File: config.mk
export PLATFORM = sky130hd
export DESIGN_NAME = codec_config_top
export DESIGN_NICKNAME = d
export VERILOG_FILES = /design/src/source/codec_pkg.sv /design/src/source/codec_cfg_sequencer.sv /design/src/source/codec_config_rom.sv /design/src/source/codec_config_top.sv /design/src/source/codec_reg_shadow.sv /design/src/source/i2c_write_master.sv
export VERILOG_INCLUDE_DIRS = /design/src /design/src/include
export SDC_FILE = /design/constraint.sdc
export NUM_CORES = 1
export LEC_CHECK = 0
export BUFFER_PORTS_ARGS = -buffer_cell sky130_fd_sc_hd__buf_4
export CAP_MARGIN = 40
export CORE_ASPECT_RATIO = 0.8
export CORE_UTILIZATION = 37
export CTS_CLUSTER_DIAMETER = 60
export DETAILED_ROUTE_END_ITERATION = 12
export GPL_TIMING_DRIVEN = 0
export REMOVE_ABC_BUFFERS = 1
export SKIP_CTS_REPAIR_TIMING = 1
export SYNTH_ARGS = -nofsm -noshare
export SYNTH_HDL_FRONTEND = slang
export SYNTH_SLANG_ARGS = --single-unit
File: constraint.sdc
create_clock -name clk -period 5.5 [get_ports clk]
set_clock_uncertainty 0.1 [all_clocks]
set_input_delay 0.55 -clock clk [delete_from_list [all_inputs] [get_ports clk]]
set_output_delay 0.55 -clock clk [all_outputs]
set_load 0.05 [all_outputs]
File: src/include/codec_params.svh
`ifndef CODEC_PARAMS_SVH
`define CODEC_PARAMS_SVH

// WM8731 write address on the I2C bus, CSB tied low
`define CODEC_DEV_ADDR 8'h34

// registers 0 to 9 are written at power-up
`define CODEC_NUM_REGS 10

// system cycles per quarter of an SCL period
`define I2C_CLK_DIV 8

// host bus widths
`define WB_ADDR_W 5
`define WB_DATA_W 16

`endif

File: src/source/codec_pkg.sv
`include "codec_params.svh"

package codec_pkg;

  // one codec write as it goes out on the wire
  typedef struct packed {
    logic [7:0] dev_addr;
    logic [6:0] reg_addr;
    logic [8:0] reg_data;
  } cfg_word_t;

  typedef struct packed {
    logic       valid;   // replaces the ROM data when set
    logic [8:0] data;
  } override_t;

  typedef override_t [`CODEC_NUM_REGS-1:0] override_bank_t;

  typedef struct packed {
    logic busy;
    logic done;
    logic nack;
  } cfg_status_t;

  // Wishbone classic request from the host
  typedef struct packed {
    logic                  cyc;
    logic                  stb;
    logic                  we;
    logic [`WB_ADDR_W-1:0] adr;
    logic [`WB_DATA_W-1:0] dat;
  } wb_req_t;

  typedef enum logic [2:0] {
    SEQ_IDLE,
    SEQ_LOAD,    // merge ROM and override word
    SEQ_SEND,    // one-cycle kick to the I2C master
    SEQ_WAIT,
    SEQ_FINISH
  } seq_state_e;

  typedef enum logic [2:0] {
    I2C_IDLE,
    I2C_START,
    I2C_BIT,
    I2C_ACK,
    I2C_STOP
  } i2c_state_e;

endpackage

File: src/source/codec_cfg_sequencer.sv
`include "codec_params.svh"

module codec_cfg_sequencer (
  input  logic                      clk,
  input  logic                      arst_n,
  input  logic                      start,
  input  codec_pkg::override_bank_t overrides,
  output logic [3:0]                rom_addr,
  input  codec_pkg::cfg_word_t      rom_word,
  output codec_pkg::cfg_word_t      tx_word,
  output logic                      tx_start,
  input  logic                      tx_done,
  input  logic                      tx_nack,
  output codec_pkg::cfg_status_t    status
);
  import codec_pkg::*;

  localparam logic [3:0] LAST_IDX = 4'(`CODEC_NUM_REGS - 1);

  seq_state_e state;
  logic [3:0] index;
  override_t  ovr;
  cfg_word_t  merged;

  assign rom_addr = index;
  assign tx_start = (state == SEQ_SEND);
  assign ovr      = overrides[index];

  // host data wins over the default when its valid bit is set
  always_comb begin
    merged = rom_word;
    if (ovr.valid) begin
      merged.reg_data = ovr.data;
    end
  end

  always_ff @(posedge clk or negedge arst_n) begin
    if (!arst_n) begin
      state  <= SEQ_IDLE;
      index  <= '0;
      status <= '0;
    end else begin
      case (state)
        SEQ_IDLE: begin
          if (start) begin
            index       <= '0;
            status.busy <= 1'b1;
            status.done <= 1'b0;   // new run clears the last result
            status.nack <= 1'b0;
            state       <= SEQ_LOAD;
          end
        end
        SEQ_LOAD: state <= SEQ_SEND;
        SEQ_SEND: state <= SEQ_WAIT;
        SEQ_WAIT: begin
          if (tx_done) begin
            if (tx_nack) begin
              status.nack <= 1'b1;   // skip what is left
              state       <= SEQ_FINISH;
            end else if (index == LAST_IDX) begin
              state <= SEQ_FINISH;
            end else begin
              index <= index + 1'b1;
              state <= SEQ_LOAD;
            end
          end
        end
        SEQ_FINISH: begin
          status.busy <= 1'b0;
          status.done <= 1'b1;
          state       <= SEQ_IDLE;
        end
        default: state <= SEQ_IDLE;
      endcase
    end
  end

  // word held stable for the whole transfer
  always_ff @(posedge clk) begin
    if (state == SEQ_LOAD) begin
      tx_word <= merged;
    end
  end

  rom_addr_in_range: assert property (
    @(posedge clk) disable iff (!arst_n) status.busy |-> (rom_addr <= LAST_IDX)
  ) else $error("rom_addr out of range during a run");

endmodule

File: src/source/codec_config_rom.sv
`include "codec_params.svh"

module codec_config_rom (
  input  logic [3:0]           addr,
  output codec_pkg::cfg_word_t config_data
);

  // reg 0/1, line in
  localparam logic       LRIN_BOTH = 1'b0;
  localparam logic       RLIN_BOTH = 1'b0;
  localparam logic       LIN_MUTE  = 1'b0;
  localparam logic       RIN_MUTE  = 1'b0;
  localparam logic [4:0] LINVOL    = 5'b11010;
  localparam logic [4:0] RINVOL    = 5'b11010;

  // reg 2/3, headphone out
  localparam logic       LRHP_BOTH = 1'b0;
  localparam logic       RLHP_BOTH = 1'b0;
  localparam logic       LZCEN     = 1'b0;
  localparam logic       RZCEN     = 1'b0;
  localparam logic [6:0] LHPVOL    = 7'b1110010;
  localparam logic [6:0] RHPVOL    = 7'b1110010;

  // reg 4, analog path
  localparam logic [1:0] SIDEATT   = 2'b01;
  localparam logic       SIDETONE  = 1'b1;
  localparam logic       DAC_SEL   = 1'b1;   // DAC to output mixer
  localparam logic       BYPASS    = 1'b1;
  localparam logic       INSEL     = 1'b1;
  localparam logic       MUTE_MIC  = 1'b0;
  localparam logic       MIC_BOOST = 1'b0;

  // reg 5, digital path
  localparam logic       HPOR      = 1'b0;
  localparam logic       DAC_MU    = 1'b0;
  localparam logic [1:0] DEEMPH    = 2'b11;
  localparam logic       ADC_HPD   = 1'b0;

  // reg 6, power down bits, all blocks on
  localparam logic [7:0] PWR_DOWN  = 8'h00;

  // reg 7, data format
  localparam logic       BCLK_INV  = 1'b0;
  localparam logic       MS        = 1'b0;   // codec is slave
  localparam logic       LR_SWAP   = 1'b0;
  localparam logic       LRP       = 1'b0;
  localparam logic [1:0] IWL       = 2'b00;  // 16 bit samples
  localparam logic [1:0] FORMAT    = 2'b01;  // left justified

  // reg 8, sampling
  localparam logic [3:0] SR        = 4'b0000; // 48 kHz
  localparam logic       CLKO_DIV2 = 1'b0;
  localparam logic       CLKI_DIV2 = 1'b0;
  localparam logic       BOSR      = 1'b1;
  localparam logic       USB_NORM  = 1'b0;

  // reg 9
  localparam logic       ACTIVE    = 1'b1;

  localparam logic [8:0] R0 = {LRIN_BOTH, LIN_MUTE, 2'b00, LINVOL};
  localparam logic [8:0] R1 = {RLIN_BOTH, RIN_MUTE, 2'b00, RINVOL};
  localparam logic [8:0] R2 = {LRHP_BOTH, LZCEN, LHPVOL};
  localparam logic [8:0] R3 = {RLHP_BOTH, RZCEN, RHPVOL};
  localparam logic [8:0] R4 = {1'b0, SIDEATT, SIDETONE, DAC_SEL, BYPASS, INSEL, MUTE_MIC,
                               MIC_BOOST};
  localparam logic [8:0] R5 = {4'b0000, HPOR, DAC_MU, DEEMPH, ADC_HPD};
  localparam logic [8:0] R6 = {1'b0, PWR_DOWN};
  localparam logic [8:0] R7 = {1'b0, BCLK_INV, MS, LR_SWAP, LRP, IWL, FORMAT};
  localparam logic [8:0] R8 = {1'b0, CLKO_DIV2, CLKI_DIV2, SR, BOSR, USB_NORM};
  localparam logic [8:0] R9 = {8'h00, ACTIVE};

  always_comb begin
    config_data.dev_addr = `CODEC_DEV_ADDR;
    config_data.reg_addr = {3'b000, addr};
    case (addr)
      4'h0: config_data.reg_data = R0;
      4'h1: config_data.reg_data = R1;
      4'h2: config_data.reg_data = R2;
      4'h3: config_data.reg_data = R3;
      4'h4: config_data.reg_data = R4;
      4'h5: config_data.reg_data = R5;
      4'h6: config_data.reg_data = R6;
      4'h7: config_data.reg_data = R7;
      4'h8: config_data.reg_data = R8;
      4'h9: config_data.reg_data = R9;
      default: config_data = '{dev_addr: 8'h00, reg_addr: 7'h09, reg_data: 9'h000}; // inactive
    endcase
  end

endmodule

File: src/source/codec_config_top.sv
`include "codec_params.svh"

module codec_config_top (
  input  logic                  clk,
  input  logic                  arst_n,
  input  codec_pkg::wb_req_t    wb_req,
  output logic [`WB_DATA_W-1:0] wb_dat_o,
  output logic                  wb_ack,
  output logic                  scl,
  output logic                  sda_oe,
  input  logic                  sda_in
);
  import codec_pkg::*;

  logic           start;
  override_bank_t overrides;
  cfg_status_t    status;
  logic [3:0]     rom_addr;
  cfg_word_t      rom_word;
  cfg_word_t      tx_word;
  logic           tx_start;
  logic           tx_done;
  logic           tx_nack;

  codec_reg_shadow u_shadow (
    .clk       (clk),
    .arst_n    (arst_n),
    .wb_req    (wb_req),
    .wb_dat_o  (wb_dat_o),
    .wb_ack    (wb_ack),
    .status    (status),
    .start     (start),
    .overrides (overrides)
  );

  codec_config_rom u_rom (
    .addr        (rom_addr),
    .config_data (rom_word)
  );

  codec_cfg_sequencer u_seq (
    .clk       (clk),
    .arst_n    (arst_n),
    .start     (start),
    .overrides (overrides),
    .rom_addr  (rom_addr),
    .rom_word  (rom_word),
    .tx_word   (tx_word),
    .tx_start  (tx_start),
    .tx_done   (tx_done),
    .tx_nack   (tx_nack),
    .status    (status)
  );

  i2c_write_master u_i2c (
    .clk      (clk),
    .arst_n   (arst_n),
    .tx_word  (tx_word),
    .tx_start (tx_start),
    .tx_done  (tx_done),
    .tx_nack  (tx_nack),
    .scl      (scl),
    .sda_oe   (sda_oe),
    .sda_in   (sda_in)
  );

endmodule

File: src/source/codec_reg_shadow.sv
`include "codec_params.svh"

module codec_reg_shadow (
  input  logic                      clk,
  input  logic                      arst_n,
  input  codec_pkg::wb_req_t        wb_req,
  output logic [`WB_DATA_W-1:0]     wb_dat_o,
  output logic                      wb_ack,
  input  codec_pkg::cfg_status_t    status,
  output logic                      start,
  output codec_pkg::override_bank_t overrides
);
  import codec_pkg::*;

  localparam logic [`WB_ADDR_W-1:0] ADDR_CTRL   = 'h00;
  localparam logic [`WB_ADDR_W-1:0] ADDR_STATUS = 'h01;
  localparam logic [`WB_ADDR_W-1:0] ADDR_OVR    = 'h10; // base of the override window
  localparam logic [3:0]            LAST_IDX    = 4'(`CODEC_NUM_REGS - 1);

  logic                  access;
  logic [3:0]            ovr_idx;
  logic                  ovr_hit;
  logic [`WB_DATA_W-1:0] rd_data;

  // ack in flight blocks a second access while stb is still held
  assign access  = wb_req.cyc && wb_req.stb && !wb_ack;
  assign ovr_idx = wb_req.adr[3:0];
  assign ovr_hit = (wb_req.adr[`WB_ADDR_W-1:4] == ADDR_OVR[`WB_ADDR_W-1:4]) &&
                   (ovr_idx <= LAST_IDX);

  always_comb begin
    rd_data = '0;   // CTRL and unmapped addresses read zero
    if (wb_req.adr == ADDR_STATUS) begin
      rd_data[2:0] = {status.nack, status.done, status.busy};
    end else if (ovr_hit) begin
      rd_data[9:0] = {overrides[ovr_idx].valid, overrides[ovr_idx].data};
    end
  end

  always_ff @(posedge clk or negedge arst_n) begin
    if (!arst_n) begin
      wb_ack    <= 1'b0;
      start     <= 1'b0;
      overrides <= '0;
    end else begin
      wb_ack <= access;
      start  <= access && wb_req.we && (wb_req.adr == ADDR_CTRL) && wb_req.dat[0];
      if (access && wb_req.we && ovr_hit) begin
        overrides[ovr_idx].valid <= wb_req.dat[9];
        overrides[ovr_idx].data  <= wb_req.dat[8:0];
      end
    end
  end

  // read data is captured together with the ack
  always_ff @(posedge clk) begin
    if (access && !wb_req.we) begin
      wb_dat_o <= rd_data;
    end
  end

  ack_follows_cyc: assert property (
    @(posedge clk) disable iff (!arst_n) wb_ack |-> $past(wb_req.cyc)
  ) else $error("wb_ack without a bus cycle");

endmodule

File: src/source/i2c_write_master.sv
`include "codec_params.svh"

module i2c_write_master (
  input  logic                 clk,
  input  logic                 arst_n,
  input  codec_pkg::cfg_word_t tx_word,
  input  logic                 tx_start,
  output logic                 tx_done,
  output logic                 tx_nack,
  output logic                 scl,
  output logic                 sda_oe,
  input  logic                 sda_in
);
  import codec_pkg::*;

  localparam int               DIV      = `I2C_CLK_DIV;
  localparam int               DIV_W    = (DIV > 1) ? $clog2(DIV) : 1;
  localparam logic [DIV_W-1:0] DIV_LAST = DIV_W'(DIV - 1);

  i2c_state_e       state;
  logic [DIV_W-1:0] div_cnt;
  logic [1:0]       qcnt;      // quarter of the current SCL period
  logic [2:0]       bit_cnt;
  logic [1:0]       byte_cnt;
  logic [23:0]      shreg;
  logic             nack_r;
  logic             tick;
  logic             scl_high;

  assign tick     = (div_cnt == DIV_LAST);
  assign scl_high = (qcnt == 2'd1) || (qcnt == 2'd2);

  always_comb begin
    scl    = 1'b1;
    sda_oe = 1'b0;
    case (state)
      I2C_START: begin
        scl    = (qcnt != 2'd3);
        sda_oe = (qcnt != 2'd0);     // SDA falls with SCL high
      end
      I2C_BIT: begin
        scl    = scl_high;
        sda_oe = !shreg[23];         // MSB first, open drain low for a 0
      end
      I2C_ACK: begin
        scl    = scl_high;
        sda_oe = 1'b0;               // codec drives the acknowledge
      end
      I2C_STOP: begin
        scl    = (qcnt != 2'd0);
        sda_oe = (qcnt < 2'd2);      // SDA rises with SCL high
      end
      default: begin
        scl    = 1'b1;
        sda_oe = 1'b0;
      end
    endcase
  end

  always_ff @(posedge clk or negedge arst_n) begin
    if (!arst_n) begin
      state    <= I2C_IDLE;
      div_cnt  <= '0;
      qcnt     <= '0;
      bit_cnt  <= '0;
      byte_cnt <= '0;
      nack_r   <= 1'b0;
      tx_done  <= 1'b0;
      tx_nack  <= 1'b0;
    end else begin
      tx_done <= 1'b0;
      if (state == I2C_IDLE) begin
        div_cnt <= '0;
        qcnt    <= '0;
        if (tx_start) begin
          bit_cnt  <= '0;
          byte_cnt <= '0;
          nack_r   <= 1'b0;
          state    <= I2C_START;
        end
      end else begin
        div_cnt <= tick ? '0 : div_cnt + 1'b1;
        if (tick) begin
          qcnt <= qcnt + 1'b1;
        end
        if (tick && (qcnt == 2'd1) && (state == I2C_ACK)) begin
          nack_r <= sda_in;          // high means no acknowledge
        end
        if (tick && (qcnt == 2'd3)) begin
          case (state)
            I2C_START: state <= I2C_BIT;
            I2C_BIT: begin
              bit_cnt <= bit_cnt + 1'b1;   // wraps to 0 after the eighth bit
              if (bit_cnt == 3'd7) begin
                state <= I2C_ACK;
              end
            end
            I2C_ACK: begin
              if (nack_r || (byte_cnt == 2'd2)) begin
                state <= I2C_STOP;
              end else begin
                byte_cnt <= byte_cnt + 1'b1;
                state    <= I2C_BIT;
              end
            end
            I2C_STOP: begin
              tx_done <= 1'b1;
              tx_nack <= nack_r;
              state   <= I2C_IDLE;
            end
            default: state <= I2C_IDLE;
          endcase
        end
      end
    end
  end

  always_ff @(posedge clk) begin
    if ((state == I2C_IDLE) && tx_start) begin
      shreg <= tx_word;
    end else if ((state == I2C_BIT) && tick && (qcnt == 2'd3)) begin
      shreg <= {shreg[22:0], 1'b0};
    end
  end

  // data bits and acknowledge only move while SCL is low
  sda_stable_scl_high: assert property (
    @(posedge clk) disable iff (!arst_n)
    ((state inside {I2C_BIT, I2C_ACK}) && scl && $past(scl)) |-> $stable(sda_oe)
  ) else $error("SDA changed while SCL high");

endmodule

# After elaboration in Yosys (flattened, before gate mapping)
# Index checks and enable logic that the tools add are counted.
# W data, S select, Z words.
[word_totals] register_bits=186 inputBits=27 out_inout_bits=19 wordCells=194
[op_classes] add_sub_neg=5 order_cmp=5 eq_ne=33 n_mux=59 bitwise_logic=2 n_reduce_logical=48
[ops] operator="$bwmux W100" n=2
[ops] operator="$bmux W10 S4" n=2
[ops] operator="$demux W10 S4" n=2
[ops] operator="$mux W3" n=18
[ops] operator="$mux W24" n=2
[ops] operator="$pmux W7 S6" n=1
[ops] operator="$mux W10" n=3
[ops] operator="$mux W9" n=2
[ops] operator="$reduce_bool A2 Y1" n=9
[ops] operator="$eq A4 B3 Y1 const B" n=4
[ops] operator="$mux W4" n=4
[ops] operator="$logic_and A1 B1 Y1" n=15
[ops] operator="$mux W2" n=7
[ops] operator="$mux W13" n=1
[ops] operator="$eq A3 B2 Y1 const B" n=4
[ops] operator="$eq A3 B3 Y1 const B" n=4
[ops] operator="$pmux W3 S4" n=1
[ops] operator="$lt A4 B5 Y1 const B" n=2
[ops] operator="$reduce_or A10 Y1" n=1
[ops] operator="$reduce_or A2 Y1" n=5
[ops] operator="$pmux W3 S3" n=1
[ops] operator="$reduce_and A3 Y1" n=3
[ops] operator="$eq A4 B2 Y1 const B" n=2
[ops] operator="$eq A4 B4 Y1 const B" n=2
[ops] operator="28 further kinds" n=55

# Longest topological paths before layout
[depth] ltp_word=6 ltp_mapped=7

# Modules after synthesis
# Synthesis repeated with hierarchy kept, for this count alone.
[unflattened] hier_cells=738 hier_area_um2=9506.6
[modules_own_cells] module="codec_reg_shadow" instances=1 cells_each=359 area_per_inst_um2=5216.3
[modules_own_cells] module="codec_cfg_sequencer" instances=1 cells_each=156 area_per_inst_um2=2127.0
[modules_own_cells] module="i2c_write_master" instances=1 cells_each=189 area_per_inst_um2=1914.3
[modules_own_cells] module="codec_config_rom" instances=1 cells_each=34 area_per_inst_um2=249.0

# Worst setup path before layout
# No wires, ideal clock.
[synth_path] path_type="register -> register" from="reg u_i2c.div_cnt[0]" to="reg u_i2c.shreg[0] (enable)" setup_ns=0.379 arrival_ns=2.014 required_ns=5.021 path_slack_ns=3.007 stages_incl_launch_ff=8 synth_period_minus_slack_ns=2.493 cell_sequence="dfrtp_1 -> ha_1 -> ha_1 -> clkbuf_1 -> nand2_1 -> nor4b_1 -> nor2_1 -> inv_1"
[synth_between] elab_chain_len=4
[synth_lines] element="from (decl)" line_no="i2c_write_master.sv:21" rtl="logic [DIV_W-1:0] div_cnt;"
[synth_lines] element="from (signal assigned)" line_no="i2c_write_master.sv:82" rtl="div_cnt <= tick ? '0 : div_cnt + 1'b1;"
[synth_lines] element="$eq A3 B3 Y1" line_no="i2c_write_master.sv:30" rtl="assign tick = (div_cnt == DIV_LAST);"
[synth_lines] element="$logic_and A1 B1 Y1 (2 in series)" line_no="i2c_write_master.sv:121" rtl="end else if ((state == I2C_BIT) && tick && (qcnt == 2'd3)) begin"
[synth_lines] element="$reduce_bool A2 Y1 (no source line)"
[synth_lines] element="to (signal assigned)" line_no="i2c_write_master.sv:120" rtl="shreg <= tx_word;"
[synth_lines] element="to (signal assigned)" line_no="i2c_write_master.sv:122" rtl="shreg <= {shreg[22:0], 1'b0};"
[synth_lines] element="to (decl)" line_no="i2c_write_master.sv:25" rtl="logic [23:0] shreg;"
# Every way passes these cells.
# A chain may end at the register's enable or synchronous reset.

==> summary.md <==
| Metric | Value |
|---|---|
| Total via count in the routed design | `about 5600` |
| CTS tree | `done` |
| I/O Pins | `between 40 and 50` |
| Post-route DRC | `0` |
| Half-perimeter wire length after detailed placement | `approximately 14 mm` |
| Total number of H-tree levels | `4` |
| Root Driver | `clkbuf_16` |
| Die extent in y | `approximately 140 um` |
| Cell Area, Synth | `between 8000 and 9000 sq um` |
| Crit path launch type | `flip-flop` |
| Synth async-reset ratio | `72.7%` |
| Iteration count of the initial detailed-routing pass | `5` |
| Detail-routed via count per cell | `about 5.5` |
| Average wire per standard cell | `roughly 20 um` |
| Maximum cell stage delay along the critical path | `850 ps` |
| First-pass GRT wire length | `around 32 mm` |
| Worst Path Class, Setup | `reg -> reg` |
| Congestion Overflow GR | `0` |
| Wire length after detailed routing | `20.4 mm` |
| Final hold violation count | `0` |
| Cell row count | `50` |
| Warnings, synthesis | `0` |
| Critical path's slowest cell | `dfrtp_1` |
| Endpoint kind of the worst setup timing path | `flip-flop` |
| Crit path max fanout | `24` |
| Slew at the pin with the worst max-slew slack | `slightly below 900 ps` |
| Most frequent cells in the layout | `dfrtp_1 (126), mux2_2 (116), nand2_1 (61), edfxtp_1 (48)` |
| Cell leakage power | `roughly 0.0044 uW` |
| Final Power | `between 2000 and 3000 uW` |
| Maximum operating frequency | `approximately 370 MHz` |
| Final setup violating endpoints | `0` |
| Pin count of the biggest net entering global routing | `approximately 80` |
| Sequential element share of the synthesized area | `between 50% and 60%` |
| CP cell instances | `nor3b_2 -> a32oi_2 -> nand3_4 -> mux2_2` |
| Synthesized area per cell | `about 13 sq um` |
| Total count of max-transition violations in the final report | `0` |
| CTS buffer count | `17` |
| Ratio of cells with drive above 1 in the final layout | `34.8%` |
| Final Wtd Congestion | `around 0.80` |
| Via count of the first global-routing pass | `~5800` |
| IO buf count | `33` |
| Starting Density | `around two fifths` |
| Worst VDD drop | `0.200 mV` |
| Count of nets after finishing | `between 700 and 800` |
| Area share of the largest cell type after synthesis | `between 30% and 40%` |
| GRT Resource Usage Total | `between 10% and 20%` |
| Latest clock arrival within the worst-skew pair | `between 400 and 500 ps` |
| Antenna diode count | `0` |
| Worst-case clock buffer depth | `2` |
| Reg clk slew, reported paths | `approximately 70 ps` |
| CP Data Arrival Time | `~2800 ps` |
| Die span in x | `about 180 um` |
| Floorplan die area | `roughly 25000 sq um` |
| Cell variety after synth | `64` |
| Result of the run | `finished, final reports clean` |
| Slew headroom | `about two fifths` |
| First DRT Iteration DRCs | `about 430` |
| Required time of the critical path | `5580 ps` |
| Post-synthesis cell type with the largest combined area | `dfrtp_1` |
| Post-DRT Antenna Nets | `0` |
| Areal power density over the cells | `between 200 and 300 nW/um^2` |
| Setup repair after global routing missed its margin | `no` |
| Path type of the worst min-delay path | `in -> reg` |
| CORE AREA | `roughly 24000 sq um` |
| Commonest non-fill, non-tap cell in the layout | `dfrtp_1` |
| Growth of design area from synthesis to finish | `12.5%` |
| Number of enable-type register cells in the synthesized netlist | `48` |
| Number of instances in the synthesized netlist | `678` |
| Post-Route Setup TNS | `0 ps` |
| Antenna violations before repair | `0` |
| Top cells by area, synth | `dfrtp_1 (36%), edfxtp_1 (16%), mux2_2 (15%), mux4_2 (8.5%), mux2i_1 (3.5%)` |
| Number of synthesized register bits | `around 180` |
| R2R Setup Slk | `2810 ps` |
| Number of clock sinks | `between 150 and 200` |
| Number of max-capacitance violations reported | `0` |
| Main synth FF type | `dfrtp_1` |
| Post-route fraction of the period consumed by the critical path | `between 40% and 50%` |
| Post-layout min period | `about 2700 ps` |
per-layer routing:
layer | GRT usage [%] | vias up | part of all wire [%]
met1 | 25.0 | 2887 | 48
met4 | 6.27 | 0 | 1.8
li1 | - | 2537 | -
met5 | 0 | - | 0
met2 | 25.7 | 159 | 45
met3 | 4.05 | 21 | 5.1
flip-flops by register name, indices dropped and copies added (netlist names), 2 cells and up:
name	count
u_seq.tx_word	14
u_seq.rom_addr	4
u_i2c.state	3
u_i2c.shreg	24
u_i2c.div_cnt	3
u_i2c.bit_cnt	3
u_i2c.byte_cnt	2
u_seq.state	3
u_seq.status	3
u_shadow.overrides	100
u_shadow.wb_dat_o	10
u_i2c.qcnt	2
logic make-up after synthesis:
group,count (synthesis),synth area share [%]
buf+inv,64,3.48
compound gates,72,5.70
other cells,1,0.0417
fa+ha+maj,12,1.67
simple gates,169,10.4
xor+xnor,1,0.0975
mux,183,26.9
flops,176,51.7
per-stage QoR:
step	hold slack, ps	cells	utilization (%)	cell area [sq um]	setup WS (ps)
2_1_floorplan	154	630	-	8730	2840
3_3_place_gp	326	975	39.7	9370	1660
3_5_place_dp	338	982	40.3	9510	2370
4_1_cts	-27.4	1014	42.7	10100	2350
5_1_grt	285	1016	42.9	10100	2590
6_report	294	1016	42.9	10100	2810
power breakdown:
part	switching, uW	internal, uW
Sequential	58.9	1400
Clock	536	616
Combinational	165	130
final timing paths:
path                                                from                            endpoint  cells past startpoint
min reg2reg                   u_i2c.div_cnt[0]$_DFF_PN0_          u_i2c.div_cnt[0]$_DFF_PN0_                      1
max in group asynchronous                         arst_n       u_seq.rom_addr[1]$_DFFE_PN0P_                      3
max reg2reg                u_seq.rom_addr[3]$_DFFE_PN0P_          u_seq.tx_word[5]$_DFFE_PP_                      4
max                        u_seq.rom_addr[3]$_DFFE_PN0P_          u_seq.tx_word[5]$_DFFE_PP_                      4
min                                           wb_req[22]           u_shadow.wb_ack$_DFF_PN0_                      3
min in group asynchronous                         arst_n  u_shadow.overrides[38]$_DFFE_PN0P_                      2
cells in the mapped netlist (2+ instances only):
cell,number
a21oi_1,11
a221oi_1,6
a22o_1,6
a22oi_1,2
a2bb2oi_1,2
a31oi_1,4
a32oi_1,2
and2_1,20
and3_1,2
and4_1,2
buf_1,10
buf_2,16
buf_4,10
buf_6,2
clkbuf_1,15
dfrtp_1,128
edfxtp_1,48
ha_1,12
inv_1,9
inv_2,2
mux2_2,116
mux2i_1,31
mux4_2,34
nand2_1,61
nand2b_1,6
nand3_1,6
nand3b_1,5
nand4_1,2
nor2_1,25
nor2_2,2
nor2b_1,7
nor3_1,6
nor3_4,3
nor3b_1,4
o211ai_1,6
o21ai_0,10
o22ai_1,13
o311ai_0,2
o31ai_1,2
or2_2,2
or4_1,3
cell type report:
| cell class | count | area, sq um |
|---|---|---|
| clock buffer | 20 | 458 |
| clock inverter | 12 | 103 |
| fill | 2136 | 13500 |
| inverter | 11 | 41.3 |
| multi-input combinational | 443 | 4060 |
| sequential | 176 | 4650 |
| tap | 312 | 390 |
| timing repair buffer | 42 | 409 |
worst max-delay path: cells and delay by family (launching register included):
family / cells / cell delay [ps]
DFF: 1 / 850
AOI/OAI and AO/OA: 1 / 210
and+or+nand+nor: 2 / 910
muxes: 1 / 350
Note: power is estimated with default switching activity, not from simulation.
